<file path="config.mk">
export PLATFORM = sky130hd
export DESIGN_NAME = alu
export DESIGN_NICKNAME = d
export VERILOG_FILES = /design/src/cpu_pkg.sv /design/src/alu.sv
export SDC_FILE = /design/constraint.sdc
export NUM_CORES = 1
export LEC_CHECK = 0
export BUFFER_PORTS_ARGS = -buffer_cell sky130_fd_sc_hd__buf_2
export CORE_ASPECT_RATIO = 2
export CORE_UTILIZATION = 50
export DETAILED_ROUTE_END_ITERATION = 10
export PLACE_DENSITY = 0.76
export SETUP_SLACK_MARGIN = 0.5
export SLEW_MARGIN = 20
export SYNTH_ARGS = -nofsm -noshare
export SYNTH_HDL_FRONTEND = slang
export SYNTH_SLANG_ARGS = --single-unit
</file>
<file path="constraint.sdc">
create_clock -name vclk -period 2.5
set_input_delay 0.125 -clock vclk [all_inputs]
set_output_delay 0.125 -clock vclk [all_outputs]
set_load 0.01 [all_outputs]
</file>
<file path="src/cpu_pkg.sv">
package cpu_pkg;

    typedef logic [31:0] word_t;
    typedef logic [4:0]  reg_idx_t;
    typedef logic [5:0]  mem_idx_t;
    typedef logic [6:0]  opcode_t;
    typedef logic [11:0] apb_addr_t;

    localparam int NUM_REGS  = 32;
    localparam int MEM_WORDS = 64;
    localparam int MUL_STEPS = 32;

    // down-counter wide enough to hold MUL_STEPS itself
    typedef logic [$clog2(MUL_STEPS + 1) - 1:0] mul_cnt_t;

    // base opcodes of the supported RV32 subset
    localparam opcode_t OPCODE_ALU     = 7'b0110011;
    localparam opcode_t OPCODE_ALU_IMM = 7'b0010011;
    localparam opcode_t OPCODE_LOAD    = 7'b0000011;
    localparam opcode_t OPCODE_STORE   = 7'b0100011;
    localparam opcode_t OPCODE_BRANCH  = 7'b1100011;
    localparam opcode_t OPCODE_JUMP    = 7'b1101111;
    localparam opcode_t OPCODE_AUIPC   = 7'b0010111;

    localparam logic [6:0] MUL_FUNCT7 = 7'b0000001;
    localparam logic [6:0] SUB_FUNCT7 = 7'b0100000;
    localparam logic [2:0] BEQ_FUNCT3 = 3'b000;

    // APB byte address map
    localparam apb_addr_t ADDR_IMEM_BASE = 12'h000;
    localparam apb_addr_t ADDR_DMEM_BASE = 12'h100;
    localparam apb_addr_t ADDR_CTRL      = 12'h200;
    localparam apb_addr_t ADDR_STATUS    = 12'h204;
    localparam apb_addr_t ADDR_PC        = 12'h208;

    typedef enum logic [3:0] {
        ITYPE_ALU,
        ITYPE_ALU_IMM,
        ITYPE_MUL,
        ITYPE_LOAD,
        ITYPE_STORE,
        ITYPE_BRANCH,
        ITYPE_JUMP,
        ITYPE_AUIPC,
        ITYPE_NONE
    } instr_type_e;

    typedef enum logic {
        ALU_ADD,
        ALU_SUB
    } alu_op_e;

    typedef enum logic [2:0] {
        ST_IDLE,
        ST_FETCH,
        ST_EXEC,
        ST_MEM,
        ST_MUL_WAIT,
        ST_WB,
        ST_HALT
    } ctrl_state_e;

endpackage

</file>
<file path="src/alu.sv">
`timescale 1ns/1ns

module alu import cpu_pkg::*; (
    input  alu_op_e op,
    input  word_t   a,
    input  word_t   b,
    output word_t   result,
    output logic    equal
);

    word_t sum;
    word_t diff;

    assign sum  = a + b;
    assign diff = a - b;

    // only add and subtract are needed by the subset
    always_comb begin
        case (op)
            ALU_SUB: result = diff;
            default: result = sum;
        endcase
    end

    // BEQ compare
    assign equal = (a == b);

endmodule

</file>
==> metrics.yaml <==
run_status:
  status: "finished with violations"
  violations: "setup timing"
route:
  detail-route-antenna-nets: 0
  drc: 0
  wl_um: 19000
  drt_first_pass_iters: 5
  post_drt_wl_per_cell_um: 21.4
  vias: 5791
  viasPerCell: 6.54
  drt_iter0_drc: 435
layout:
  multi_input_area_um2: 4100
  antenna_cells: 0
  synthToLayoutAreaGrowth_pct: 61.1
  seqCellArea_um2: 0
  seq_cells: 0
  fill_cells: 467
  drive_gt1_share_pct: 44.6
  num-nets-final: 925
  clkbuf_count: 0
sta:
  fmax_mhz: 360
  slew_headroom_pct: 59.6
  post-route-min-period_ns: 2.77
  rsz0062_at_grt: "yes"
  worst_slew_pin_slew_ns: 0.602
  layout_setup_ws_ns: -0.275
  hold_viol: 0
  maxSlewViolCount: 0
  holdWs_ns: 0.636
  min_period_over_period_pct: 111
  finalSetupViolations: 18
  tns_ns: -2.51
yosys:
  synth_area_leaders: "ha_1 20%, a21oi_1 9.4%, inv_1 5.7%"
  synth_xor_area_share_pct: 6.61
  synth_top_cell_by_area: "ha_1"
  netlist.area_leader.share_pct: 20.2
  synth_top_family_by_area: "compound AO/OA/AOI/OAI gates"
  syn_area_per_cell_um2: 6.51
  ys_seq_area_share_pct: 0
  yosysUniqueCellTypes: 70
  synth-compound-area-share_pct: 36.7
  synth-simple-area-share_pct: 23.8
  syn_nets: 719
  syn_inst: 590
  syn-cell-area_um2: 3840
  yosys_warnings: 0
  synthAdderAreaFrac_pct: 21.2
  muxShareOfSynthArea_pct: 0.261
global_routing:
  grt_usage_pct: 42.6
  antenna_found_initial: 0
  grt_pass1_wl_um: 27200
  grt_remaining_overflow: 0
  grt_pass1_vias: 5754
  grt_max_degree: 53
worst_setup_path:
  crit_type: "in -> out"
  arrival_ns: 2.65
  cp_max_fo: 3
  crit_path_start_kind: "input pin"
  worstSetupEndpointType: "output pin"
  cp_slowest_cell: "or4_4"
  slowest_delay_ns: 0.55
  worstPathRequired_ns: 2.38
  cp_cell_sequence: "buf_8 -> ha_4 -> and2b_2 -> or4_4 -> a32oi_4 -> a21boi_2 -> buf_4 -> o2111ai_4 -> and2_4 -> nand3_2 -> nor2b_1 -> buf_2"
floorplan:
  dieWidth_um: 64.0
  dieArea_um2: 8060
  die_y_um: 126
  rows: 44
  top_level_ports: 98
  start_util_pct: 52.5
  core-area_um2: 7320
pwr:
  vdd_ir_drop_max_v: 0.000175
  power.leakage_nw: 2.84
  powerDensity_nw_per_um2: 287
  power.total_mw: 1.78
placed_design:
  hpwl_um: 13000
  gp_congestion: 1.06
  io_buffers: 98
clocking:
  cts_hold_buf: 0
min_path:
  holdCritPathClass: "in -> out"
flow_run:
  maxCapViolCount: 0
## where the power goes
part	switching (mW)	internal, mW
clock network	0	0
logic	0.970	0.809
registers	0	0
total	0.970	0.809
## cell type report
class / instances / area share [%]
timing repair buffer: 238 / 27.7
multi-input combinational: 497 / 66.3
tap: 92 / 1.86
inverter: 59 / 4.18
## Yosys cell counts, drive strengths merged (5+ instances only)
cell type  number
a21oi          73
ha             62
inv            58
nor2           55
nand2          46
o21ai          39
xnor2          20
buf            19
nor3           17
clkbuf         15
nand3          14
a21o           13
nand4          13
o211ai         11
o21a           11
o31ai          11
o21bai         10
nor2b           9
xor2            9
nor4            8
a31oi           7
nand2b          5
or3             5
## stage by stage
| stage | area (µm²) | instances | util, % | setup slack (ns) |
|---|---|---|---|---|
| final | 6190 | 886 | 84.5 | -0.275 |
| after global routing | 6190 | 886 | 84.5 | -0.372 |
| after detailed placement | 5240 | 848 | 71.5 | -0.247 |
| after CTS | 5770 | 868 | 78.8 | -0.0921 |
| after floorplan | 4070 | 590 | - | 0.248 |
| after global placement | 5240 | 848 | 71.5 | -0.185 |
## cells in the final DEF, fill, tap and decap left out, drive strengths merged, types with 10 or more instances in the layout
cell type / instances
buf: 238
a21oi: 73
ha: 62
inv: 58
nor2: 55
nand2: 46
o21ai: 39
xnor2: 20
nor3: 17
nand3: 14
nand4: 13
a21o: 13
o21a: 11
o211ai: 11
o31ai: 11
o21bai: 10
## per-layer routing
metal / share of wire [%] / track usage (%) / vias to the layer above
met4: 12 / 37.8 / 0
met1: 31 / 36.8 / 2616
met3: 6.9 / 5.25 / 192
met5: 0 / 0 / -
met2: 50 / 81.2 / 447
li1: - / - / 2536
## worst paths after layout
kind	depth (start not counted)	to	from
worst max-delay path	12	result[23]	a[6]
worst min-delay path	4	result[0]	b[0]
## critical path: cells and delay by family
kind | cells | cell delay [ns]
compound gates | 3 | 0.72
buf+inv | 3 | 0.41
fa+ha+maj | 1 | 0.24
simple gates | 5 | 1.17
## cells by family after synthesis
family	count (synthesis)
compound gates	215
xor+xnor	29
fa+ha+maj	64
buf+inv	93
mux	1
simple gates	188
## repair_timing
item | in CTS | in global routing
endpoints found under the hold margin | 0 | 0
setup buffers | 20 | 18
resized for setup | 84 | 61
pin swaps | 34 | 40
endpoints found under the setup margin | 27 | 29
(Power assumes the default switching activity.)
