**config.mk**
```make
export PLATFORM = sky130hd
export DESIGN_NAME = decoder_flat
export DESIGN_NICKNAME = d
export VERILOG_FILES = /design/src/cpu_pkg.sv /design/src/decoder.sv /design/src/flat_wrapper.sv
export SDC_FILE = /design/constraint.sdc
export NUM_CORES = 1
export LEC_CHECK = 0
export ABC_AREA = 1
export BUFFER_PORTS_ARGS = -buffer_cell sky130_fd_sc_hd__clkbuf_2
export CAP_MARGIN = 15
export CORE_ASPECT_RATIO = 0.75
export CORE_UTILIZATION = 30
export DETAILED_ROUTE_END_ITERATION = 6
export PLACE_DENSITY = 0.74
export RECOVER_POWER = 25
export SYNTH_ARGS = -nofsm -noshare
export SYNTH_HDL_FRONTEND = slang
export SYNTH_SLANG_ARGS = --single-unit
```
**constraint.sdc**
```tcl
create_clock -name vclk -period 2.1
set_clock_uncertainty 0.05 [all_clocks]
set_input_delay 0.42 -clock vclk [all_inputs]
set_output_delay 0.42 -clock vclk [all_outputs]
set_load 0.05 [all_outputs]
```
**src/cpu_pkg.sv**
```systemverilog
package cpu_pkg;

    typedef logic [31:0] word_t;
    typedef logic [4:0]  reg_idx_t;
    typedef logic [5:0]  mem_idx_t;
    typedef logic [6:0]  opcode_t;
    typedef logic [11:0] apb_addr_t;

    localparam int NUM_REGS  = 32;
    localparam int MEM_WORDS = 64;
    localparam int MUL_STEPS = 32;

    // down-counter wide enough to hold MUL_STEPS itself
    typedef logic [$clog2(MUL_STEPS + 1) - 1:0] mul_cnt_t;

    // base opcodes of the supported RV32 subset
    localparam opcode_t OPCODE_ALU     = 7'b0110011;
    localparam opcode_t OPCODE_ALU_IMM = 7'b0010011;
    localparam opcode_t OPCODE_LOAD    = 7'b0000011;
    localparam opcode_t OPCODE_STORE   = 7'b0100011;
    localparam opcode_t OPCODE_BRANCH  = 7'b1100011;
    localparam opcode_t OPCODE_JUMP    = 7'b1101111;
    localparam opcode_t OPCODE_AUIPC   = 7'b0010111;

    localparam logic [6:0] MUL_FUNCT7 = 7'b0000001;
    localparam logic [6:0] SUB_FUNCT7 = 7'b0100000;
    localparam logic [2:0] BEQ_FUNCT3 = 3'b000;

    // APB byte address map
    localparam apb_addr_t ADDR_IMEM_BASE = 12'h000;
    localparam apb_addr_t ADDR_DMEM_BASE = 12'h100;
    localparam apb_addr_t ADDR_CTRL      = 12'h200;
    localparam apb_addr_t ADDR_STATUS    = 12'h204;
    localparam apb_addr_t ADDR_PC        = 12'h208;

    typedef enum logic [3:0] {
        ITYPE_ALU,
        ITYPE_ALU_IMM,
        ITYPE_MUL,
        ITYPE_LOAD,
        ITYPE_STORE,
        ITYPE_BRANCH,
        ITYPE_JUMP,
        ITYPE_AUIPC,
        ITYPE_NONE
    } instr_type_e;

    typedef enum logic {
        ALU_ADD,
        ALU_SUB
    } alu_op_e;

    typedef enum logic [2:0] {
        ST_IDLE,
        ST_FETCH,
        ST_EXEC,
        ST_MEM,
        ST_MUL_WAIT,
        ST_WB,
        ST_HALT
    } ctrl_state_e;

endpackage

```
**src/decoder.sv**
```systemverilog
`timescale 1ns/1ns

interface dec_if import cpu_pkg::*; ();
    reg_idx_t    rs1;
    reg_idx_t    rs2;
    reg_idx_t    rd;
    word_t       imm;
    instr_type_e instr_type;
    logic [2:0]  funct3;
    logic [6:0]  funct7;

    modport drv (output rs1, rs2, rd, imm, instr_type, funct3, funct7);
    modport rcv (input  rs1, rs2, rd, imm, instr_type, funct3, funct7);
endinterface

module decoder import cpu_pkg::*; (
    input  word_t     instr,
    dec_if.drv        dec
);

    opcode_t opcode;
    word_t   i_imm;
    word_t   s_imm;
    word_t   b_imm;
    word_t   u_imm;
    word_t   j_imm;

    assign opcode     = instr[6:0];
    assign dec.rd     = instr[11:7];
    assign dec.funct3 = instr[14:12];
    assign dec.rs1    = instr[19:15];
    assign dec.rs2    = instr[24:20];
    assign dec.funct7 = instr[31:25];

    // immediates per format, sign bit is always instr[31]
    assign i_imm = {{21{instr[31]}}, instr[30:20]};
    assign s_imm = {{21{instr[31]}}, instr[30:25], instr[11:7]};
    assign b_imm = {{20{instr[31]}}, instr[7], instr[30:25], instr[11:8], 1'b0};
    assign u_imm = {instr[31:12], 12'd0};
    assign j_imm = {{12{instr[31]}}, instr[19:12], instr[20], instr[30:21], 1'b0};

    always_comb begin
        dec.instr_type = ITYPE_NONE;
        dec.imm        = '0;
        case (opcode)
            OPCODE_ALU: begin
                // R type shares one opcode, MUL is told apart by funct7
                if (dec.funct7 == MUL_FUNCT7) begin
                    dec.instr_type = ITYPE_MUL;
                end else begin
                    dec.instr_type = ITYPE_ALU;
                end
            end
            OPCODE_ALU_IMM: begin
                dec.instr_type = ITYPE_ALU_IMM;
                dec.imm        = i_imm;
            end
            OPCODE_LOAD: begin
                dec.instr_type = ITYPE_LOAD;
                dec.imm        = i_imm;
            end
            OPCODE_STORE: begin
                dec.instr_type = ITYPE_STORE;
                dec.imm        = s_imm;
            end
            OPCODE_BRANCH: begin
                dec.instr_type = ITYPE_BRANCH;
                dec.imm        = b_imm;
            end
            OPCODE_JUMP: begin
                dec.instr_type = ITYPE_JUMP;
                dec.imm        = j_imm;
            end
            OPCODE_AUIPC: begin
                dec.instr_type = ITYPE_AUIPC;
                dec.imm        = u_imm;
            end
            default: begin
                dec.instr_type = ITYPE_NONE;
            end
        endcase
    end

endmodule

```
**src/flat_wrapper.sv**
```systemverilog
// flat-port wrapper written by rule: the top's interface ports become plain ports
module decoder_flat import cpu_pkg::*;
  (instr, dec_rs1, dec_rs2, dec_rd, dec_imm, dec_instr_type, dec_funct3, dec_funct7);
  dec_if dec_i ();
  input  word_t instr;
  output wire logic [$bits(dec_i.rs1)-1:0] dec_rs1;
  output wire logic [$bits(dec_i.rs2)-1:0] dec_rs2;
  output wire logic [$bits(dec_i.rd)-1:0] dec_rd;
  output wire logic [$bits(dec_i.imm)-1:0] dec_imm;
  output wire logic [$bits(dec_i.instr_type)-1:0] dec_instr_type;
  output wire logic [$bits(dec_i.funct3)-1:0] dec_funct3;
  output wire logic [$bits(dec_i.funct7)-1:0] dec_funct7;
  assign dec_rs1 = dec_i.rs1;
  assign dec_rs2 = dec_i.rs2;
  assign dec_rd = dec_i.rd;
  assign dec_imm = dec_i.imm;
  assign dec_instr_type = dec_i.instr_type;
  assign dec_funct3 = dec_i.funct3;
  assign dec_funct7 = dec_i.funct7;
  decoder u_core (.instr(instr), .dec(dec_i));
endmodule
```
==> results.sh <==
export IMPL_vias=1242
export IMPL_drt_met1_wl_um=1290
export IMPL_wl_per_cell_um=10.5
export IMPL_critPathLaunchType="input port"
export IMPL_synth_top_area_cell="nand2_1"
export IMPL_synth_area_leaders="nand2_1 28%, buf_4 25%, nand3_1 17%"
export IMPL_drc=0
export IMPL_cp_top_family="buffers and inverters"
export IMPL_viasPerCell=4.62
export IMPL_hp_start="instr[22]"
export IMPL_final_cell_mix="53 x nand2_1, 46 x clkbuf_2, 26 x nand3_1"
export IMPL_pin_count=93
export IMPL_areaGrowthSynthToFinish_pct=76.9
export IMPL_power_leakage_nw=0.887
export IMPL_arrival_ns=1.56
export IMPL_pwr_density_cell_nw_per_um2=201
export IMPL_peakVddDrop_mv=0.0907
export IMPL_gp_congestion=0.864
export IMPL_grt_pass1_vias=876
export IMPL_final_setup_tns_ns=0
export IMPL_crit_fanout=5
export IMPL_layout_commonest_cell="nand2_1"
export IMPL_drv_slew=0
export IMPL_met2WireLength_um=1390
export IMPL_syn_avg_cell_area_sq_um=4.93
export IMPL_antenna_cells=0
export IMPL_synthesis_instances=158
export IMPL_drive_gt1_share_pct=46.0
export IMPL_synth_cell_types=15
export IMPL_crit_buf_inv=4
export IMPL_track_usage_pct=16.8
export IMPL_fin_crit_ns=2.03
export IMPL_dr_pass1_iters=4
export IMPL_worst_hold_slack_ns=1.12
export IMPL_place_area_sq_um=1260
export IMPL_dieHeight_um=46.1
export IMPL_end_kind="primary output"
export IMPL_die_area_sq_um=2810
export IMPL_period_share_pct=96.8
export IMPL_routed_wirelength_um=2830
export IMPL_relSlewSlack_pct=59.8
export IMPL_hold_class="in2out"
export IMPL_die_x_um=60.9
export IMPL_worst_slew_pin_slew_ns=0.606
export IMPL_initial_core_util_pct=32.7
export IMPL_setup_ws_ns=0.0666
export IMPL_postRouteAntennaNets=0
export IMPL_max_freq_mhz=492
export IMPL_core_sq_um=2380
export IMPL_top_layer_used="met3"
export IMPL_maxCapViolations=0
export IMPL_dr_wl_met3_um=154
export IMPL_grt_ovfl_total=0
export IMPL_status="finished clean"
export IMPL_n_clock_buffer=0
export IMPL_grt_pass1_wl_um=3690
export IMPL_cp_slowest_cell="clkbuf_2"
export IMPL_seq_area_sq_um=0
export IMPL_rows=15
export IMPL_critPathKind="in2out"
export IMPL_rsz0062_at_grt="true"
export IMPL_nets=269
export IMPL_fin_area_sq_um=1380
export IMPL_hold_violations=0
export IMPL_crit_start="instr[6]"
export IMPL_hold_buffers=0
export IMPL_io_buffers=93
export IMPL_yosysSeqAreaShare_pct=0
export IMPL_antenna_found_initial=0
export IMPL_setup_viol=0
export IMPL_syn_area_sq_um=779
export IMPL_yosysWarnings=0
export IMPL_synth_top_cell_area_share_pct=27.9
export IMPL_worstPathCellList="clkbuf_2, buf_4, nor3_2, nand2_2, buf_4, nand3_1, clkbuf_2"
export IMPL_pre_cts_ws_ns=-0.00590
export IMPL_syn_nets=190
export IMPL_drt_first_iter_violations=47
export IMPL_nFlopsAndLatches=0
export IMPL_dp_hpwl_um=2230
export IMPL_critPathMaxStageDelay_ns=0.28
export IMPL_grt_max_degree=16
export IMPL_cp_required_ns=1.63
## synth_stat cells, drive strengths merged
| library cell | count |
|---|---|
| o21ai | 1 |
| nand4 | 7 |
| inv | 16 |
| nor2 | 17 |
| nor3 | 1 |
| nand2 | 59 |
| nand3 | 28 |
| o211ai | 1 |
| nand3b | 1 |
| buf | 27 |
## report_power, final
group	switching [mW]	leakage (nW)	internal, mW
Clock	0	0	0
Sequential	0	0	0
Combinational	0.206	0.887	0.0714
## metrics by stage
step | utilization [%] | power (mW) | std cells
after floorplan | - | 0.204 | 158
after global placement | 53.1 | 0.267 | 268
after detailed placement | 53.1 | 0.268 | 268
after CTS | 53.6 | 0.270 | 268
after global routing | 57.8 | 0.295 | 269
final | 57.8 | 0.278 | 269
## per-layer routing
metal | vias to the layer above | GRT usage, %
met2 | 51 | 29.0
met5 | - | 0
li1 | 639 | -
met3 | 0 | 0.281
met4 | 0 | 0
met1 | 552 | 24.6
## logic make-up (layout without fill, tap and decap cells)
group           Yosys count  after routing  synth area share (%)
simple gates            113            113                  64.4
buf+inv                  43            120                  33.4
compound gates            2              2                  2.25
## cell type report
class / instances / area, sq um
Multi-Input combinational cell: 115 / 573
Fill cell: 245 / 1000
Inverter: 16 / 60.1
Timing Repair Buffer: 104 / 703
Tap cell: 34 / 42.5
## path summary, 6_finish.rpt
kind,end,cells past startpoint
max,dec_instr_type[0],7
min,dec_rs2[2],2
## what timing repair did
action / 4_1_cts / 5_1_grt
gates resized for setup: 5 / 71
pin swaps: 0 / 1
buffers inserted: 0 / 1
endpoints found under the setup margin: 5 / 31
(Power assumes the default switching activity.)
