[src/cpu_pkg.sv]
package cpu_pkg;

    typedef logic [31:0] word_t;
    typedef logic [4:0]  reg_idx_t;
    typedef logic [5:0]  mem_idx_t;
    typedef logic [6:0]  opcode_t;
    typedef logic [11:0] apb_addr_t;

    localparam int NUM_REGS  = 32;
    localparam int MEM_WORDS = 64;
    localparam int MUL_STEPS = 32;

    // down-counter wide enough to hold MUL_STEPS itself
    typedef logic [$clog2(MUL_STEPS + 1) - 1:0] mul_cnt_t;

    // base opcodes of the supported RV32 subset
    localparam opcode_t OPCODE_ALU     = 7'b0110011;
    localparam opcode_t OPCODE_ALU_IMM = 7'b0010011;
    localparam opcode_t OPCODE_LOAD    = 7'b0000011;
    localparam opcode_t OPCODE_STORE   = 7'b0100011;
    localparam opcode_t OPCODE_BRANCH  = 7'b1100011;
    localparam opcode_t OPCODE_JUMP    = 7'b1101111;
    localparam opcode_t OPCODE_AUIPC   = 7'b0010111;

    localparam logic [6:0] MUL_FUNCT7 = 7'b0000001;
    localparam logic [6:0] SUB_FUNCT7 = 7'b0100000;
    localparam logic [2:0] BEQ_FUNCT3 = 3'b000;

    // APB byte address map
    localparam apb_addr_t ADDR_IMEM_BASE = 12'h000;
    localparam apb_addr_t ADDR_DMEM_BASE = 12'h100;
    localparam apb_addr_t ADDR_CTRL      = 12'h200;
    localparam apb_addr_t ADDR_STATUS    = 12'h204;
    localparam apb_addr_t ADDR_PC        = 12'h208;

    typedef enum logic [3:0] {
        ITYPE_ALU,
        ITYPE_ALU_IMM,
        ITYPE_MUL,
        ITYPE_LOAD,
        ITYPE_STORE,
        ITYPE_BRANCH,
        ITYPE_JUMP,
        ITYPE_AUIPC,
        ITYPE_NONE
    } instr_type_e;

    typedef enum logic {
        ALU_ADD,
        ALU_SUB
    } alu_op_e;

    typedef enum logic [2:0] {
        ST_IDLE,
        ST_FETCH,
        ST_EXEC,
        ST_MEM,
        ST_MUL_WAIT,
        ST_WB,
        ST_HALT
    } ctrl_state_e;

endpackage

[src/decoder.sv]
`timescale 1ns/1ns

interface dec_if import cpu_pkg::*; ();
    reg_idx_t    rs1;
    reg_idx_t    rs2;
    reg_idx_t    rd;
    word_t       imm;
    instr_type_e instr_type;
    logic [2:0]  funct3;
    logic [6:0]  funct7;

    modport drv (output rs1, rs2, rd, imm, instr_type, funct3, funct7);
    modport rcv (input  rs1, rs2, rd, imm, instr_type, funct3, funct7);
endinterface


[src/mul_unit.sv]
`timescale 1ns/1ns

interface mul_if import cpu_pkg::*; ();
    logic  start;
    word_t op_a;
    word_t op_b;
    logic  done;
    word_t product;

    modport mst (output start, op_a, op_b, input  done, product);
    modport slv (input  start, op_a, op_b, output done, product);
endinterface


[src/core_ctrl.sv]
`timescale 1ns/1ns

module core_ctrl import cpu_pkg::*; (
    input  logic     clk,
    input  logic     arst_n,
    input  logic     start,
    output logic     running,
    output logic     halted,
    output word_t    pc,
    output mem_idx_t imem_addr,
    input  word_t    imem_rdata,
    output mem_idx_t dmem_addr,
    output logic     dmem_we,
    output word_t    dmem_wdata,
    input  word_t    dmem_rdata,
    output word_t    instr,
    dec_if.rcv       dec,
    output reg_idx_t rs1_idx,
    output reg_idx_t rs2_idx,
    output reg_idx_t wr_idx,
    output logic     wr_en,
    output word_t    wr_data,
    input  word_t    rs1_data,
    input  word_t    rs2_data,
    output alu_op_e  alu_op,
    output word_t    alu_a,
    output word_t    alu_b,
    input  word_t    alu_result,
    input  logic     alu_equal,
    output alu_op_e  pc_alu_op,
    output word_t    pc_alu_a,
    output word_t    pc_alu_b,
    input  word_t    pc_alu_result,
    mul_if.mst       mul
);

    ctrl_state_e state;
    word_t       res_q;
    logic        is_halt;
    logic        taken;
    logic        writes_rd;

    assign running = (state != ST_IDLE) && (state != ST_HALT);
    assign halted  = (state == ST_HALT);

    // a JAL to itself with no link ends the program
    assign is_halt = (instr == {25'd0, OPCODE_JUMP});

    assign taken = (dec.instr_type == ITYPE_JUMP) ||
                   (dec.instr_type == ITYPE_BRANCH && dec.funct3 == BEQ_FUNCT3 && alu_equal);

    always_comb begin
        case (dec.instr_type)
            ITYPE_ALU, ITYPE_ALU_IMM, ITYPE_MUL, ITYPE_LOAD, ITYPE_JUMP, ITYPE_AUIPC:
                writes_rd = 1'b1;
            default:
                writes_rd = 1'b0;
        endcase
    end

    // data path operand select
    always_comb begin
        alu_op = ALU_ADD;
        alu_a  = rs1_data;
        alu_b  = dec.imm;
        case (dec.instr_type)
            ITYPE_ALU: begin
                alu_b = rs2_data;
                if (dec.funct7 == SUB_FUNCT7) begin
                    alu_op = ALU_SUB;
                end
            end
            ITYPE_BRANCH: alu_b = rs2_data;
            ITYPE_AUIPC:  alu_a = pc;
            ITYPE_JUMP: begin
                // link value
                alu_a = pc;
                alu_b = 32'd4;
            end
            default: alu_a = rs1_data;
        endcase
    end

    assign pc_alu_op = ALU_ADD;
    assign pc_alu_a  = pc;
    assign pc_alu_b  = taken ? dec.imm : 32'd4;

    assign imem_addr = pc[7:2];
    assign rs1_idx   = dec.rs1;
    assign rs2_idx   = dec.rs2;
    assign wr_idx    = dec.rd;
    assign wr_en     = (state == ST_WB) && writes_rd;
    assign wr_data   = res_q;

    // res_q holds the address during ST_MEM
    assign dmem_addr  = res_q[7:2];
    assign dmem_we    = (state == ST_MEM) && (dec.instr_type == ITYPE_STORE);
    assign dmem_wdata = rs2_data;

    assign mul.start = (state == ST_EXEC) && (dec.instr_type == ITYPE_MUL);
    assign mul.op_a  = rs1_data;
    assign mul.op_b  = rs2_data;

    always_ff @(posedge clk or negedge arst_n) begin
        if (!arst_n) begin
            state <= ST_IDLE;
            pc    <= '0;
        end else begin
            case (state)
                ST_IDLE, ST_HALT: begin
                    if (start) begin
                        state <= ST_FETCH;
                        pc    <= '0;
                    end
                end
                ST_FETCH: state <= ST_EXEC;
                ST_EXEC: begin
                    if (is_halt) begin
                        state <= ST_HALT;
                    end else begin
                        pc <= pc_alu_result;
                        case (dec.instr_type)
                            ITYPE_LOAD, ITYPE_STORE: state <= ST_MEM;
                            ITYPE_MUL:               state <= ST_MUL_WAIT;
                            default:                 state <= ST_WB;
                        endcase
                    end
                end
                ST_MEM: state <= ST_WB;
                ST_MUL_WAIT: begin
                    if (mul.done) begin
                        state <= ST_WB;
                    end
                end
                ST_WB:   state <= ST_FETCH;
                default: state <= ST_IDLE;
            endcase
        end
    end

    always_ff @(posedge clk) begin
        if (state == ST_FETCH) begin
            instr <= imem_rdata;
        end
        if (state == ST_EXEC) begin
            res_q <= alu_result;
        end
        if (state == ST_MEM && dec.instr_type == ITYPE_LOAD) begin
            res_q <= dmem_rdata;
        end
        if (state == ST_MUL_WAIT && mul.done) begin
            res_q <= mul.product;
        end
    end

    // a data memory write comes only from a store opcode in ST_MEM
    a_we_in_mem: assert property (@(posedge clk) disable iff (!arst_n)
        dmem_we |-> (state == ST_MEM) && (instr[6:0] == OPCODE_STORE));

endmodule

[src/flat_wrapper.sv]
// flat-port wrapper written by rule: the top's interface ports become plain ports
module core_ctrl_flat import cpu_pkg::*;
  (clk, arst_n, start, running, halted, pc, imem_addr, imem_rdata, dmem_addr, dmem_we, dmem_wdata, dmem_rdata, instr, rs1_idx, rs2_idx, wr_idx, wr_en, wr_data, rs1_data, rs2_data, alu_op, alu_a, alu_b, alu_result, alu_equal, pc_alu_op, pc_alu_a, pc_alu_b, pc_alu_result, dec_rs1, dec_rs2, dec_rd, dec_imm, dec_instr_type, dec_funct3, dec_funct7, mul_start, mul_op_a, mul_op_b, mul_done, mul_product);
  dec_if dec_i ();
  mul_if mul_i ();
  input  logic clk;
  input  logic arst_n;
  input  logic start;
  output logic running;
  output logic halted;
  output word_t pc;
  output mem_idx_t imem_addr;
  input  word_t imem_rdata;
  output mem_idx_t dmem_addr;
  output logic dmem_we;
  output word_t dmem_wdata;
  input  word_t dmem_rdata;
  output word_t instr;
  output reg_idx_t rs1_idx;
  output reg_idx_t rs2_idx;
  output reg_idx_t wr_idx;
  output logic wr_en;
  output word_t wr_data;
  input  word_t rs1_data;
  input  word_t rs2_data;
  output alu_op_e alu_op;
  output word_t alu_a;
  output word_t alu_b;
  input  word_t alu_result;
  input  logic alu_equal;
  output alu_op_e pc_alu_op;
  output word_t pc_alu_a;
  output word_t pc_alu_b;
  input  word_t pc_alu_result;
  input wire logic [$bits(dec_i.rs1)-1:0] dec_rs1;
  input wire logic [$bits(dec_i.rs2)-1:0] dec_rs2;
  input wire logic [$bits(dec_i.rd)-1:0] dec_rd;
  input wire logic [$bits(dec_i.imm)-1:0] dec_imm;
  input wire logic [$bits(dec_i.instr_type)-1:0] dec_instr_type;
  input wire logic [$bits(dec_i.funct3)-1:0] dec_funct3;
  input wire logic [$bits(dec_i.funct7)-1:0] dec_funct7;
  output wire logic [$bits(mul_i.start)-1:0] mul_start;
  output wire logic [$bits(mul_i.op_a)-1:0] mul_op_a;
  output wire logic [$bits(mul_i.op_b)-1:0] mul_op_b;
  input wire logic [$bits(mul_i.done)-1:0] mul_done;
  input wire logic [$bits(mul_i.product)-1:0] mul_product;
  assign dec_i.rs1 = dec_rs1;
  assign dec_i.rs2 = dec_rs2;
  assign dec_i.rd = dec_rd;
  assign dec_i.imm = dec_imm;
  assign dec_i.instr_type = dec_instr_type;
  assign dec_i.funct3 = dec_funct3;
  assign dec_i.funct7 = dec_funct7;
  assign mul_start = mul_i.start;
  assign mul_op_a = mul_i.op_a;
  assign mul_op_b = mul_i.op_b;
  assign mul_i.done = mul_done;
  assign mul_i.product = mul_product;
  core_ctrl u_core (.clk(clk), .arst_n(arst_n), .start(start), .running(running), .halted(halted), .pc(pc), .imem_addr(imem_addr), .imem_rdata(imem_rdata), .dmem_addr(dmem_addr), .dmem_we(dmem_we), .dmem_wdata(dmem_wdata), .dmem_rdata(dmem_rdata), .instr(instr), .dec(dec_i), .rs1_idx(rs1_idx), .rs2_idx(rs2_idx), .wr_idx(wr_idx), .wr_en(wr_en), .wr_data(wr_data), .rs1_data(rs1_data), .rs2_data(rs2_data), .alu_op(alu_op), .alu_a(alu_a), .alu_b(alu_b), .alu_result(alu_result), .alu_equal(alu_equal), .pc_alu_op(pc_alu_op), .pc_alu_a(pc_alu_a), .pc_alu_b(pc_alu_b), .pc_alu_result(pc_alu_result), .mul(mul_i));
endmodule
[config.mk]
export PLATFORM = sky130hd
export DESIGN_NAME = core_ctrl_flat
export DESIGN_NICKNAME = d
export VERILOG_FILES = /design/src/cpu_pkg.sv /design/src/decoder.sv /design/src/mul_unit.sv /design/src/core_ctrl.sv /design/src/flat_wrapper.sv
export SDC_FILE = /design/constraint.sdc
export NUM_CORES = 1
export LEC_CHECK = 0
export ABC_AREA = 1
export BUFFER_PORTS_ARGS = -buffer_cell sky130_fd_sc_hd__buf_2
export CORE_AREA = 2 2 248 250
export CTS_CLUSTER_DIAMETER = 50
export DETAILED_ROUTE_END_ITERATION = 6
export DIE_AREA = 0 0 250 252
export GPL_ROUTABILITY_DRIVEN = 0
export GPL_TIMING_DRIVEN = 0
export PLACE_DENSITY_LB_ADDON = 0.25
export REMOVE_ABC_BUFFERS = 1
export SLEW_MARGIN = 20
export SYNTH_ARGS = -nofsm -noshare
export SYNTH_HDL_FRONTEND = slang
export SYNTH_SLANG_ARGS = --single-unit
[constraint.sdc]
create_clock -name clk -period 3 [get_ports clk]
set_input_delay 0 -clock clk [delete_from_list [all_inputs] [get_ports clk]]
set_output_delay 0 -clock clk [all_outputs]
set_load 0.03 [all_outputs]
==> results.md <==
* Run status: completed
* Number of clock sinks at 99
* Endpoint type of the worst setup path: flip-flop
* Source of the worst hold timing path: dec_rs1[0]
* Proportion of synthesized flip-flops having asynchronous set or reset at 0.354
* Count of non-filler cells in the finished layout at 2271
* Starting density of the core at 0.113
* Number of design-rule violations left by the first detailed-router iteration at 425
* Number of optimization iterations in the first detailed-route pass at 5
* Crit-path max FO at 33
* Mean Syn Cell Area at 7.30 sq um
* Residual DRC at 0
* Worst slack, placed at -170 ps
* Tightest slew margin relative to the limit at 0.270
* Worst Hold Class: input pin to primary output
* Via count at 7833
* Total of flip-flops plus latches after synthesis at 99
* Worst path setup slack after routing at 122 ps
* Max-slew violation total from the final report at 0
* Pin count of the biggest net entering global routing at 66
* Detail-routed via count per cell at 3.45
* Clock Skew at 21.4 ps
* Number of fill cells in the layout at 6891
* Clk Latency, worst-skew pair at 390 ps
* Post-CTS setup buffer count at 0
* Most common cell after layout, fill and taps aside: sky130_fd_sc_hd__buf_2
* Fraction of final layout cells with drive strength greater than 1 at 0.436
* Post-layout util at 0.185
* Number of input and output port buffers inserted at 612
* Yosys Warn Count at 0
* Category of the critical setup timing path: flip-flop to flip-flop
* Transition time at the pin with the least slew margin at 1100 ps
* Cell depth of the worst hold path at 0
* Startpoint of the worst-slack reg-to-reg timing path: u_core.state[2]
* Wire length of the first global-routing pass at 46.9 mm
* Tot Pwr at 8070 uW
* CTS Buf Count at 9
* Worst-case register-to-register setup slack at 120 ps
* Row Count at 90
* Primary flip-flop cell chosen by synthesis mapping: sky130_fd_sc_hd__edfxtp_1
* Via count of the first global-routing pass at 7530
* Leakage power at 0.00605 uW
* Area of the core at 0.0601 sq mm
* Endpoint arrival time on the critical path at 3130 ps
* Unrepaired setup endpoints after global routing: yes
* Clock tree from TritonCTS: done
* Depth of the worst register-to-register path at 7
* Routed length per instance at 14.8 um
* Htree depth at 3
* DIE AREA at 0.0630 sq mm
* Number of top-level design ports at 644
* Register clock-pin slew on the reported worst setup and hold paths at 80 ps
* Buffers from clock root to sink, at most at 2
* Max Clk Rate at 347 MHz
* Setup-failing EPs final at 0
* Count of maximum capacitance violations at 0
* Die width at 250 um
* Final setup TNS at 0 ps
* Proportion of synthesized chip area in sequential cells at 0.412
* Cell area after synthesis at 0.00679 sq mm
* Worst setup path startpoint: u_core.state[2]
* Number of instances in the placed design at 2134
* Placed wire-length estimate after detailed placement at 27.1 mm
* Wire length reported by the detailed router at 33.7 mm
* Remaining number of nets flagged by the antenna check after routing at 0
* Worst Setup Start Kind: flip-flop
* Required time at the endpoint of the critical path at 3250 ps
* Cell count after synthesis at 930
* Distinct cell type count of the synthesized netlist at 28
* CTS Root Buffer Type: sky130_fd_sc_hd__clkbuf_16
* Syn-to-layout area delta at 63.9%
* Minimum period implied by the final worst setup slack at 2880 ps
* Chip height at 252 um
* IR Drop Worst-Case VDD at 0.312 mV
* Most frequent cells in the layout: sky130_fd_sc_hd__buf_2 (612), sky130_fd_sc_hd__nand2_1 (293), sky130_fd_sc_hd__dlygate4sd3_1 (120)
* Overall routing resource usage at 0.101
* Number of failing hold endpoints at the final stage at 0
* EDFF count, synth at 64
* Final #Nets at 1773
* Pwr dens at 725 mW/mm^2
* Remaining global-route overflow at 0
* Final period util at 0.959
* Number of antenna violations at the first check in global routing at 7
routing by layer:
layer	GRT usage	vias to the layer above	wire length, um
met5	0	-	13
met4	0.0378	2	903
met3	0.0255	40	2340
met2	0.172	432	15900
met1	0.124	3512	14500
li1	-	3847	-
through the flow:
stage          area, sq um  hold slack, ps
6_report             11100           0.228
5_1_grt              11100           0.203
4_1_cts              11100           0.367
3_5_place_dp          9630           0.367
3_3_place_gp          9470           0.367
2_1_floorplan         5420            -296
report_power, final:
group | switching [uW] | internal (uW) | leakage [uW]
combinational | 3190 | 1280 | 0.00485
sequential | 368 | 2030 | 0.00107
clock | 629 | 580 | 0.000134
total | 4190 | 3890 | 0.00605
area by class of cell:
type                    instances  area [sq um]  area share
inverters                     100           375      0.0337
multi-input cells             535          2300       0.207
well taps                     782           978      0.0879
clock buffers                  11           233      0.0209
repair buffers                738          4390       0.395
clock inverters                 5          47.5     0.00427
flip-flops and latches         99          2800       0.251
diodes                          1          2.50    0.000225
final timing paths:
path | endpoint
min in group asynchronous | u_core.pc[22]
hold / removal | rs1_idx[0]
hold reg to reg | u_core.pc[0]
setup reg to reg | u_core.wr_data[14]
setup / recovery | u_core.wr_data[14]
max in group asynchronous | u_core.pc[26]
what timing repair did:
item,CTS,global route
endpoints found under the setup margin,32,37
endpoints found under the hold margin,127,0
gates resized for setup,1,2
hold buffers,120,0
logic make-up (layout without fill, tap and decap cells):
group / after synthesis / in the layout / share of synthesized area
buf+inv: 296 / 854 / 0.257
other cells: 1 / 2 / 0.000552
simple gates: 463 / 463 / 0.269
flops: 99 / 99 / 0.412
compound gates: 71 / 71 / 0.0621
cell usage after synthesis, types with 3 or more instances:
| cell type | instances | share of area |
|---|---|---|
| sky130_fd_sc_hd__buf_4 | 156 | 0.17 |
| sky130_fd_sc_hd__o21ai_0 | 32 | 0.024 |
| sky130_fd_sc_hd__buf_6 | 3 | 0.0050 |
| sky130_fd_sc_hd__clkbuf_1 | 16 | 0.0088 |
| sky130_fd_sc_hd__inv_1 | 98 | 0.054 |
| sky130_fd_sc_hd__nand3_1 | 39 | 0.029 |
| sky130_fd_sc_hd__dfrtp_1 | 35 | 0.13 |
| sky130_fd_sc_hd__a31oi_1 | 33 | 0.030 |
| sky130_fd_sc_hd__nor2_2 | 3 | 0.0028 |
| sky130_fd_sc_hd__edfxtp_1 | 64 | 0.28 |
| sky130_fd_sc_hd__nor3_1 | 4 | 0.0029 |
| sky130_fd_sc_hd__nor2_1 | 115 | 0.064 |
| sky130_fd_sc_hd__nand2_1 | 293 | 0.16 |
| sky130_fd_sc_hd__buf_2 | 19 | 0.014 |
registers in the layout, summed over array words and instances (netlist names):
name	cells
u_core.pc	32
u_core.wr_data	32
u_core.instr	32
u_core.state	3
critical path, stage by stage (launching register included):
cell,delay (ps)
sky130_fd_sc_hd__dfrtp_1,540
sky130_fd_sc_hd__inv_2,120
sky130_fd_sc_hd__nand3_1,180
sky130_fd_sc_hd__nor2_4,100
sky130_fd_sc_hd__inv_1,800
sky130_fd_sc_hd__nand2_1,200
sky130_fd_sc_hd__a31oi_1,190
sky130_fd_sc_hd__dlygate4sd3_1,580
(Power assumes the default switching activity.)
