`config.mk`:
```
export PLATFORM = sky130hd
export DESIGN_NAME = mul_unit_flat
export DESIGN_NICKNAME = d
export VERILOG_FILES = /design/src/cpu_pkg.sv /design/src/mul_unit.sv /design/src/flat_wrapper.sv
export SDC_FILE = /design/constraint.sdc
export NUM_CORES = 1
export LEC_CHECK = 0
export BUFFER_PORTS_ARGS = -buffer_cell sky130_fd_sc_hd__buf_2
export CORE_ASPECT_RATIO = 0.7
export CORE_UTILIZATION = 40
export CTS_CLUSTER_DIAMETER = 150
export CTS_CLUSTER_SIZE = 28
export DETAILED_ROUTE_END_ITERATION = 8
export GPL_TIMING_DRIVEN = 1
export PLACE_DENSITY = 0.56
export SYNTH_ARGS = -nofsm -noshare
export SYNTH_HDL_FRONTEND = slang
export SYNTH_SLANG_ARGS = --single-unit
```
`constraint.sdc`:
```
create_clock -name clk -period 6.88 [get_ports clk]
set_clock_uncertainty 0.05 [all_clocks]
set_input_delay 0.344 -clock clk [delete_from_list [all_inputs] [get_ports clk]]
set_output_delay 0.344 -clock clk [all_outputs]
set_load 0.005 [all_outputs]
```
`src/cpu_pkg.sv`:
```
package cpu_pkg;

    typedef logic [31:0] word_t;
    typedef logic [4:0]  reg_idx_t;
    typedef logic [5:0]  mem_idx_t;
    typedef logic [6:0]  opcode_t;
    typedef logic [11:0] apb_addr_t;

    localparam int NUM_REGS  = 32;
    localparam int MEM_WORDS = 64;
    localparam int MUL_STEPS = 32;

    // down-counter wide enough to hold MUL_STEPS itself
    typedef logic [$clog2(MUL_STEPS + 1) - 1:0] mul_cnt_t;

    // base opcodes of the supported RV32 subset
    localparam opcode_t OPCODE_ALU     = 7'b0110011;
    localparam opcode_t OPCODE_ALU_IMM = 7'b0010011;
    localparam opcode_t OPCODE_LOAD    = 7'b0000011;
    localparam opcode_t OPCODE_STORE   = 7'b0100011;
    localparam opcode_t OPCODE_BRANCH  = 7'b1100011;
    localparam opcode_t OPCODE_JUMP    = 7'b1101111;
    localparam opcode_t OPCODE_AUIPC   = 7'b0010111;

    localparam logic [6:0] MUL_FUNCT7 = 7'b0000001;
    localparam logic [6:0] SUB_FUNCT7 = 7'b0100000;
    localparam logic [2:0] BEQ_FUNCT3 = 3'b000;

    // APB byte address map
    localparam apb_addr_t ADDR_IMEM_BASE = 12'h000;
    localparam apb_addr_t ADDR_DMEM_BASE = 12'h100;
    localparam apb_addr_t ADDR_CTRL      = 12'h200;
    localparam apb_addr_t ADDR_STATUS    = 12'h204;
    localparam apb_addr_t ADDR_PC        = 12'h208;

    typedef enum logic [3:0] {
        ITYPE_ALU,
        ITYPE_ALU_IMM,
        ITYPE_MUL,
        ITYPE_LOAD,
        ITYPE_STORE,
        ITYPE_BRANCH,
        ITYPE_JUMP,
        ITYPE_AUIPC,
        ITYPE_NONE
    } instr_type_e;

    typedef enum logic {
        ALU_ADD,
        ALU_SUB
    } alu_op_e;

    typedef enum logic [2:0] {
        ST_IDLE,
        ST_FETCH,
        ST_EXEC,
        ST_MEM,
        ST_MUL_WAIT,
        ST_WB,
        ST_HALT
    } ctrl_state_e;

endpackage

```
`src/mul_unit.sv`:
```
`timescale 1ns/1ns

interface mul_if import cpu_pkg::*; ();
    logic  start;
    word_t op_a;
    word_t op_b;
    logic  done;
    word_t product;

    modport mst (output start, op_a, op_b, input  done, product);
    modport slv (input  start, op_a, op_b, output done, product);
endinterface

module mul_unit import cpu_pkg::*; (
    input  logic clk,
    input  logic arst_n,
    mul_if.slv   mul
);

    mul_cnt_t count;
    logic     busy;
    logic     accept;
    word_t    acc;
    word_t    mcand;
    word_t    mplier;
    word_t    addend;

    assign busy   = (count != '0);
    assign accept = mul.start && !busy;

    // partial sum including the current step, final on the last step
    assign addend      = mplier[0] ? mcand : '0;
    assign mul.product = acc + addend;
    assign mul.done    = (count == mul_cnt_t'(1));

    always_ff @(posedge clk or negedge arst_n) begin
        if (!arst_n) begin
            count <= '0;
        end else if (accept) begin
            count <= mul_cnt_t'(MUL_STEPS);
        end else if (busy) begin
            count <= count - 1'b1;
        end
    end

    // one multiplier bit per cycle, low 32 bits only
    always_ff @(posedge clk) begin
        if (accept) begin
            acc    <= '0;
            mcand  <= mul.op_a;
            mplier <= mul.op_b;
        end else if (busy) begin
            acc    <= mul.product;
            mcand  <= mcand << 1;
            mplier <= mplier >> 1;
        end
    end

    a_done_after_start: assert property (@(posedge clk) disable iff (!arst_n)
        $rose(mul.done) |-> $past(accept, MUL_STEPS));

endmodule

```
`src/flat_wrapper.sv`:
```
// flat-port wrapper written by rule: the top's interface ports become plain ports
module mul_unit_flat import cpu_pkg::*;
  (clk, arst_n, mul_start, mul_op_a, mul_op_b, mul_done, mul_product);
  mul_if mul_i ();
  input  logic clk;
  input  logic arst_n;
  input wire logic [$bits(mul_i.start)-1:0] mul_start;
  input wire logic [$bits(mul_i.op_a)-1:0] mul_op_a;
  input wire logic [$bits(mul_i.op_b)-1:0] mul_op_b;
  output wire logic [$bits(mul_i.done)-1:0] mul_done;
  output wire logic [$bits(mul_i.product)-1:0] mul_product;
  assign mul_i.start = mul_start;
  assign mul_i.op_a = mul_op_a;
  assign mul_i.op_b = mul_op_b;
  assign mul_done = mul_i.done;
  assign mul_product = mul_i.product;
  mul_unit u_core (.clk(clk), .arst_n(arst_n), .mul(mul_i));
endmodule
```
==> results of run 1 <==
report_power, final:
part | total [mW] | internal [mW] | leakage, nW | switching (mW)
clock network | 0.537 | 0.288 | 0.148 | 0.249
registers | 1.17 | 1.01 | 1.06 | 0.162
logic | 2.36 | 1.07 | 1.93 | 1.28
total | 4.07 | 2.37 | 3.13 | 1.70
metal layers:
metal | wire length, microns | part of all wire, % | up-vias | track usage [%]
li1 | - | - | 2357 | -
met1 | 7247 | 51 | 2232 | 27.56
met2 | 5757 | 41 | 138 | 26.65
met3 | 1037 | 7.3 | 13 | 5.801
met4 | 163 | 1.1 | 0 | 5.195
met5 | 0 | 0 | - | 0
layout make-up:
class | instances | area share (%)
Timing Repair Buffer | 105 | 7.623
Inverter | 10 | 0.5270
Sequential cell | 102 | 38.08
Tap cell | 195 | 3.425
Multi-Input combinational cell | 451 | 46.04
Clock inverter | 7 | 1.142
Clock buffer | 9 | 3.162
synthesized netlist by cell type (2+ instances only):
master / count
o21ba_2: 4
mux2_2: 63
a31oi_1: 6
buf_2: 2
edfxtp_1: 64
clkbuf_1: 27
a22o_1: 6
xor2_1: 13
a21o_1: 12
and3_1: 10
a21oi_1: 44
dfrtp_1: 6
ha_1: 33
dfxtp_1: 32
o21bai_1: 4
nand4_1: 6
o21ai_0: 30
nand3_1: 15
nor2_1: 26
a211oi_1: 3
and4_1: 2
a21oi_2: 3
and2_1: 35
inv_1: 10
o31ai_1: 6
mux2i_1: 2
nor2b_1: 2
xnor2_1: 15
or4_1: 2
nand2b_1: 2
o211ai_1: 3
a221oi_1: 2
o21a_1: 7
a21boi_0: 2
nand2_1: 62
nor3_1: 11
nor4_1: 2
nand4b_1: 2
o31a_1: 2
flip-flops by register name, summed over array words and instances (netlist names):
signal	cells
u_core.acc	32
u_core.mplier	32
u_core.count	6
u_core.mcand	32
worst max-delay path, delay by kind of cell, from the launching register on:
kind / cells / cell delay (ns)
and+or+nand+nor: 2 / 0.49
xor gates and xnor gates: 1 / 0.19
AOI/OAI and AO/OA: 5 / 1.41
buffers and inverters: 1 / 0.14
DFF: 1 / 0.78
adders and majority gates: 2 / 0.65
worst max-delay path by stage:
| stage | start | to | cells after the start |
|---|---|---|---|
| final | u_core.mplier[0] | mul_product[26] | 11 |
| after global routing | u_core.mplier[0] | mul_product[30] | 11 |
| after CTS | u_core.mplier[0] | mul_product[26] | 11 |
| after detailed placement | u_core.mplier[0] | mul_product[26] | 11 |
| after global placement | u_core.mplier[0] | mul_product[26] | 11 |
| after floorplan | u_core.mplier[0] | mul_product[31] | 10 |
cell usage in the layout, fill, tap and decap left out, drive strengths merged, types with 3 or more instances in the layout:
cell	instances
a211oi	3
xor2	13
xnor2	15
nor3	11
nand2	63
nor2	26
and3	10
ha	33
o21ai	30
o21bai	4
o21a	7
o31ai	7
edfxtp	64
and2	35
a31oi	6
a22o	6
nand4	6
buf	104
o21ba	4
dfxtp	32
o211ai	3
a21oi	47
a21o	12
nand3	15
mux2	63
dfrtp	6
clkbuf	9
inv	13
cell families (layout without fill, tap and decap cells):
kind of cell    after synthesis  count (layout)  synth area share [%]
buf+inv                      39             131                 2.426
flops                       102             102                 44.19
fa+ha+maj                    34              34                 7.053
compound gates              144             144                 15.94
mux                          65              65                 11.88
xor+xnor                     28              28                 3.995
simple gates                180             180                 14.51
stage by stage:
step | util [%] | setup WS, ns | hold WS (ns) | total power [mW]
floorplan | - | 3.921 | -0.001591 | 2.804
CTS | 47.93 | 2.524 | 0.2204 | 4.080
finish | 47.93 | 2.457 | 0.2300 | 4.066
global placement | 45.80 | 3.091 | 0.1213 | 3.485
detailed placement | 45.80 | 2.921 | 0.1274 | 3.527
global route | 47.93 | 2.186 | 0.2202 | 4.418
repair_timing:
item / in CTS / in global routing
resized for setup: 0 / 0
setup buffers: 0 / 0
hold endpoints to repair: 6 / 0
hold buffers: 1 / 0
==> results.sh, run 1 <==
export IMPL_drc=0
export IMPL_crit_chain="and2_1 -> ha_1 -> fa_1 -> a211oi_1 -> o21bai_1 -> nand3_1 -> a31oi_1 -> a21oi_1 -> o21ai_0 -> xor2_1 -> buf_2"
export IMPL_synthFlopType="edfxtp_1"
export IMPL_path_max_fanout=32
export IMPL_worstRegToRegCells=10
export IMPL_synth_largest_area_cell="edfxtp_1"
export IMPL_dpl_cell_area_sq_um=6807
export IMPL_hpwl_microns=10300
export IMPL_wirelength_microns=14210
export IMPL_initial_core_util_pct=41.31
export IMPL_clk_insertion_delay_late_ns=0.36
export IMPL_synth_edf_count=64
export IMPL_powerDensity_nw_per_um2=570.9
export IMPL_ys_ff_latch=102
export IMPL_whs_path_depth=2
export IMPL_post_route_cells_drive_above_1_share_pct=29.09
export IMPL_antenna_left=0
export IMPL_grt_max_degree=65
export IMPL_tightest_slew_ns=0.9301
export IMPL_rows=37
export IMPL_design_area_sq_um=7123
export IMPL_syn_to_final_growth_pct=16.04
export IMPL_timing_final_crit_share_pct=64.29
export IMPL_p_leak_nw=3.134
export IMPL_crit_path_start_kind="flip-flop"
export IMPL_grt_pass1_wl_microns=23190
export IMPL_reg2reg_to="u_core.acc[22]"
export IMPL_worstHoldStart="mul_op_b[3]"
export IMPL_setup_viol=0
export IMPL_io_buffer_count=99
export IMPL_fin_cells=879
export IMPL_cp_slowest_cell="edfxtp_1"
export IMPL_drv_slew=0
export IMPL_synth_warnings=0
export IMPL_crit_type="reg2out"
export IMPL_cts_tree="done"
export IMPL_rsz0062_at_grt="no"
export IMPL_num_nets_final=780
export IMPL_antenna_found_initial=1
export IMPL_outcome="finished clean"
export IMPL_min_period_ns=4.423
export IMPL_syn_nets=693
export IMPL_crit_path_end_kind="primary output"
export IMPL_place_inst=862
export IMPL_drtIter0Drc=318
export IMPL_synth_async_reset_ratio_pct=5.882
export IMPL_cts_sinks=102
export IMPL_fill_cells=1418
export IMPL_slowest_delay_ns=0.78
export IMPL_dieHeight_microns=105.6
export IMPL_syn_inst=592
export IMPL_diodes=0
export IMPL_core_sq_um=14860
export IMPL_clockBufferDepth=2
export IMPL_overflow=0
export IMPL_htree_levels=3
export IMPL_wl_per_cell_microns=16.16
export IMPL_cp_arrival_ns=4.03
export IMPL_dr_pass1_iters=5
export IMPL_track_usage_pct=18.91
export IMPL_vias=4740
export IMPL_hold_viol_final=0
export IMPL_maxCapViolCount=0
export IMPL_synth_cell_type_count=53
export IMPL_grt_pass1_vias=4514
export IMPL_die_w_microns=150.1
export IMPL_r2r_start="u_core.mplier[0]"
export IMPL_cts_inserted_buffers=9
export IMPL_clock_root_buffer="clkbuf_16"
export IMPL_cp_required_ns=6.49
export IMPL_hp_class="in2reg"
export IMPL_seqCellArea_sq_um=2713
export IMPL_hold_end="u_core.mplier[3]"
export IMPL_final_setup_tns_ns=0
export IMPL_slew_headroom_pct=38.00
export IMPL_io_pins=100
export IMPL_fmaxAchievable_ghz=0.2261
export IMPL_vdd_drop_max_v=0.0001828
export IMPL_yosysSeqAreaShare_pct=44.19
export IMPL_synth_top_area_share_pct=31.31
export IMPL_viasPerCell=5.392
export IMPL_synth_area_sq_um=6138
export IMPL_synthTopCellsByArea="edfxtp_1 (31%), mux2_2 (12%), dfxtp_1 (10%), ha_1 (6.7%), nand2_1 (3.8%)"
export IMPL_clkTransAtPathRegs_ns=0.07
export IMPL_die_area_sq_um=15850
export IMPL_gp_congestion=0.9089
export IMPL_multi_input_area_sq_um=3279
export IMPL_syn_avg_cell_area_sq_um=10.37
export IMPL_reg2reg_slack_ns=3.15
(Power assumes the default switching activity.)
==> run 2, diff against run 1 <==
PLACE_DENSITY = 0.58   (was 0.56)
clock period = 3.9 ns   (was 6.88 ns; I/O delays follow)
==> run 2 against run 1 <==
Net effect: via count shrank 0.40%; wire length grew 3.6%; combinational power grew 81%; sequential power grew 74%.
==> results.sh, run 2 (synthesized netlist as in run 1, its figures left out) <==
export IMPL_setup_viol=0
export IMPL_clkTransAtPathRegs_ns=0.08
export IMPL_hpwl_microns=10760
export IMPL_wl_met3_microns=949
export IMPL_crit_path_start_kind="flip-flop"
export IMPL_io_pins=100
export IMPL_grt_pass1_wl_microns=23380
export IMPL_hp_class="in2reg"
export IMPL_crit_buf_inv=2
export IMPL_hold_viol_final=0
export IMPL_cp_slowest_cell="a2111oi_1"
export IMPL_wl_per_cell_microns=16.65
export IMPL_min_period_ns=3.629
export IMPL_fmaxAchievable_ghz=0.2756
export IMPL_clk_insertion_delay_late_ns=0.36
export IMPL_fin_ws_ns=0.2712
export IMPL_startpoint="u_core.mplier[0]"
export IMPL_fin_cells=884
export IMPL_final_setup_tns_ns=0
export IMPL_drv_slew=0
export IMPL_dp_slack_ns=0.5450
export IMPL_num_nets_final=785
export IMPL_drtIter0Drc=231
export IMPL_r2r_start="u_core.mplier[0]"
export IMPL_highest_layer="met4"
export IMPL_rows=37
export IMPL_slowest_delay_ns=0.51
export IMPL_p_leak_nw=3.159
export IMPL_dieHeight_microns=105.6
export IMPL_route_met2_wl_microns=6187
export IMPL_path_max_fanout=6
export IMPL_crit_chain="buf_4 -> and2_1 -> ha_1 -> a21oi_1 -> nand2_1 -> a2111oi_1 -> a31oi_1 -> a21oi_1 -> mux2i_1 -> nor2_1 -> buf_2"
export IMPL_cts_tree="done"
export IMPL_cp_required_ns=3.65
export IMPL_core_sq_um=14860
export IMPL_tightest_slew_ns=0.8981
export IMPL_path_delay_family="compound AO/OA/AOI/OAI gates"
export IMPL_track_usage_pct=18.92
export IMPL_place_inst=864
export IMPL_gp_congestion=0.9070
export IMPL_timing_final_crit_share_pct=93.05
export IMPL_cts_inserted_buffers=9
export IMPL_maxCapViolCount=0
export IMPL_diodes=0
export IMPL_antenna_found_initial=0
export IMPL_htree_levels=3
export IMPL_vias=4721
export IMPL_layout_commonest_cell="buf_2"
export IMPL_viasPerCell=5.340
export IMPL_most_common_layout_cells="buf_2 (99), edfxtp_1 (64), mux2_2 (63)"
export IMPL_m1WireLength_microns=7425
export IMPL_slew_headroom_pct=40.06
export IMPL_crit_path_end_kind="primary output"
export IMPL_wirelength_microns=14720
export IMPL_clock_root_buffer="clkbuf_16"
export IMPL_clockBufferDepth=2
export IMPL_syn_to_final_growth_pct=16.55
export IMPL_dr_pass1_iters=4
export IMPL_drc=0
export IMPL_grt_max_degree=49
export IMPL_antenna_left=0
export IMPL_crit_type="reg2out"
export IMPL_die_area_sq_um=15850
export IMPL_worstHoldStart="mul_op_b[26]"
export IMPL_outcome="finished clean"
export IMPL_vdd_drop_max_v=0.0003012
export IMPL_overflow=0
export IMPL_initial_core_util_pct=41.31
export IMPL_p_total_mw=7.211
export IMPL_grt_pass1_vias=4581
export IMPL_cts_sinks=102
export IMPL_reg_largest_list="u_core.acc x32, u_core.mcand x32, u_core.mplier x32"
export IMPL_cp_common_cell="a21oi_1"
export IMPL_cp_arrival_ns=3.38
export IMPL_post_route_cells_drive_above_1_share_pct=29.61
export IMPL_die_w_microns=150.1
export IMPL_io_buffer_count=99
export IMPL_powerDensity_nw_per_um2=1008
export IMPL_reg2reg_slack_ns=0.79
export IMPL_rsz0062_at_grt="no"
[run 2: changes by cell type in the layout (fill, tap and decap cells not counted), sizes merged]
cell      before  now
clkinvlp       1    0
inv           13   16
buf          104  108
clkbuf         9   11
bufinv         1    0
clkinv         2    0
[run 2: worst reg2reg max path: cells and delay by family (launching register included)]
| family | cells | cell delay [ns] |
|---|---|---|
| AOI/OAI and AO/OA | 4 | 0.87 |
| adders and majority gates | 1 | 0.35 |
| buffers and inverters | 2 | 0.40 |
| DFF | 1 | 0.43 |
| and+or+nand+nor | 4 | 0.96 |
[run 2: final timing paths]
check,end,cells after the start
worst min-delay path,u_core.mplier[26],2
worst max-delay path,mul_product[28],11
max in group asynchronous,u_core.count[1],2
worst max register to register,u_core.acc[30],11
worst min register to register,u_core.acc[11],2
min in group asynchronous,u_core.count[4],2
[run 2: layout make-up]
cell class | count | area, sq um
clock buffer | 10 | 229.0
clock inverter | 6 | 57.56
fill | 1451 | 7706
inverter | 10 | 37.54
multi-input combinational | 451 | 3281
sequential | 102 | 2713
tap | 195 | 244.0
timing repair buffer | 110 | 593.1
[run 2: per-layer routing]
| layer | track usage, % | vias to the layer above |
|---|---|---|
| met1 | 26.90 | 2221 |
| li1 | - | 2367 |
| met5 | 0 | - |
| met2 | 28.14 | 118 |
| met4 | 4.762 | 0 |
| met3 | 5.108 | 15 |
[run 2: timing repair]
action,CTS,global route
hold buffers,1,0
gates resized for setup,0,1
hold endpoints to repair,6,0
buffers inserted,0,3
endpoints found under the setup margin,0,6
[run 2: where the power goes]
| part | internal [mW] | switching, mW | total (mW) |
|---|---|---|---|
| combinational | 1.93 | 2.34 | 4.27 |
| sequential | 1.78 | 0.255 | 2.04 |
| clock | 0.453 | 0.445 | 0.897 |
[run 2: stage by stage]
step           area (sq um)  utilization (%)  hold WS, ns
2_1_floorplan          6138                -      -0.1506
3_5_place_dp           6834            45.99     -0.02381
6_report               7154            48.14      0.08292
5_1_grt                7154            48.14      0.06749
3_3_place_gp           6834            45.99     -0.02866
4_1_cts                7131            47.98      0.07309
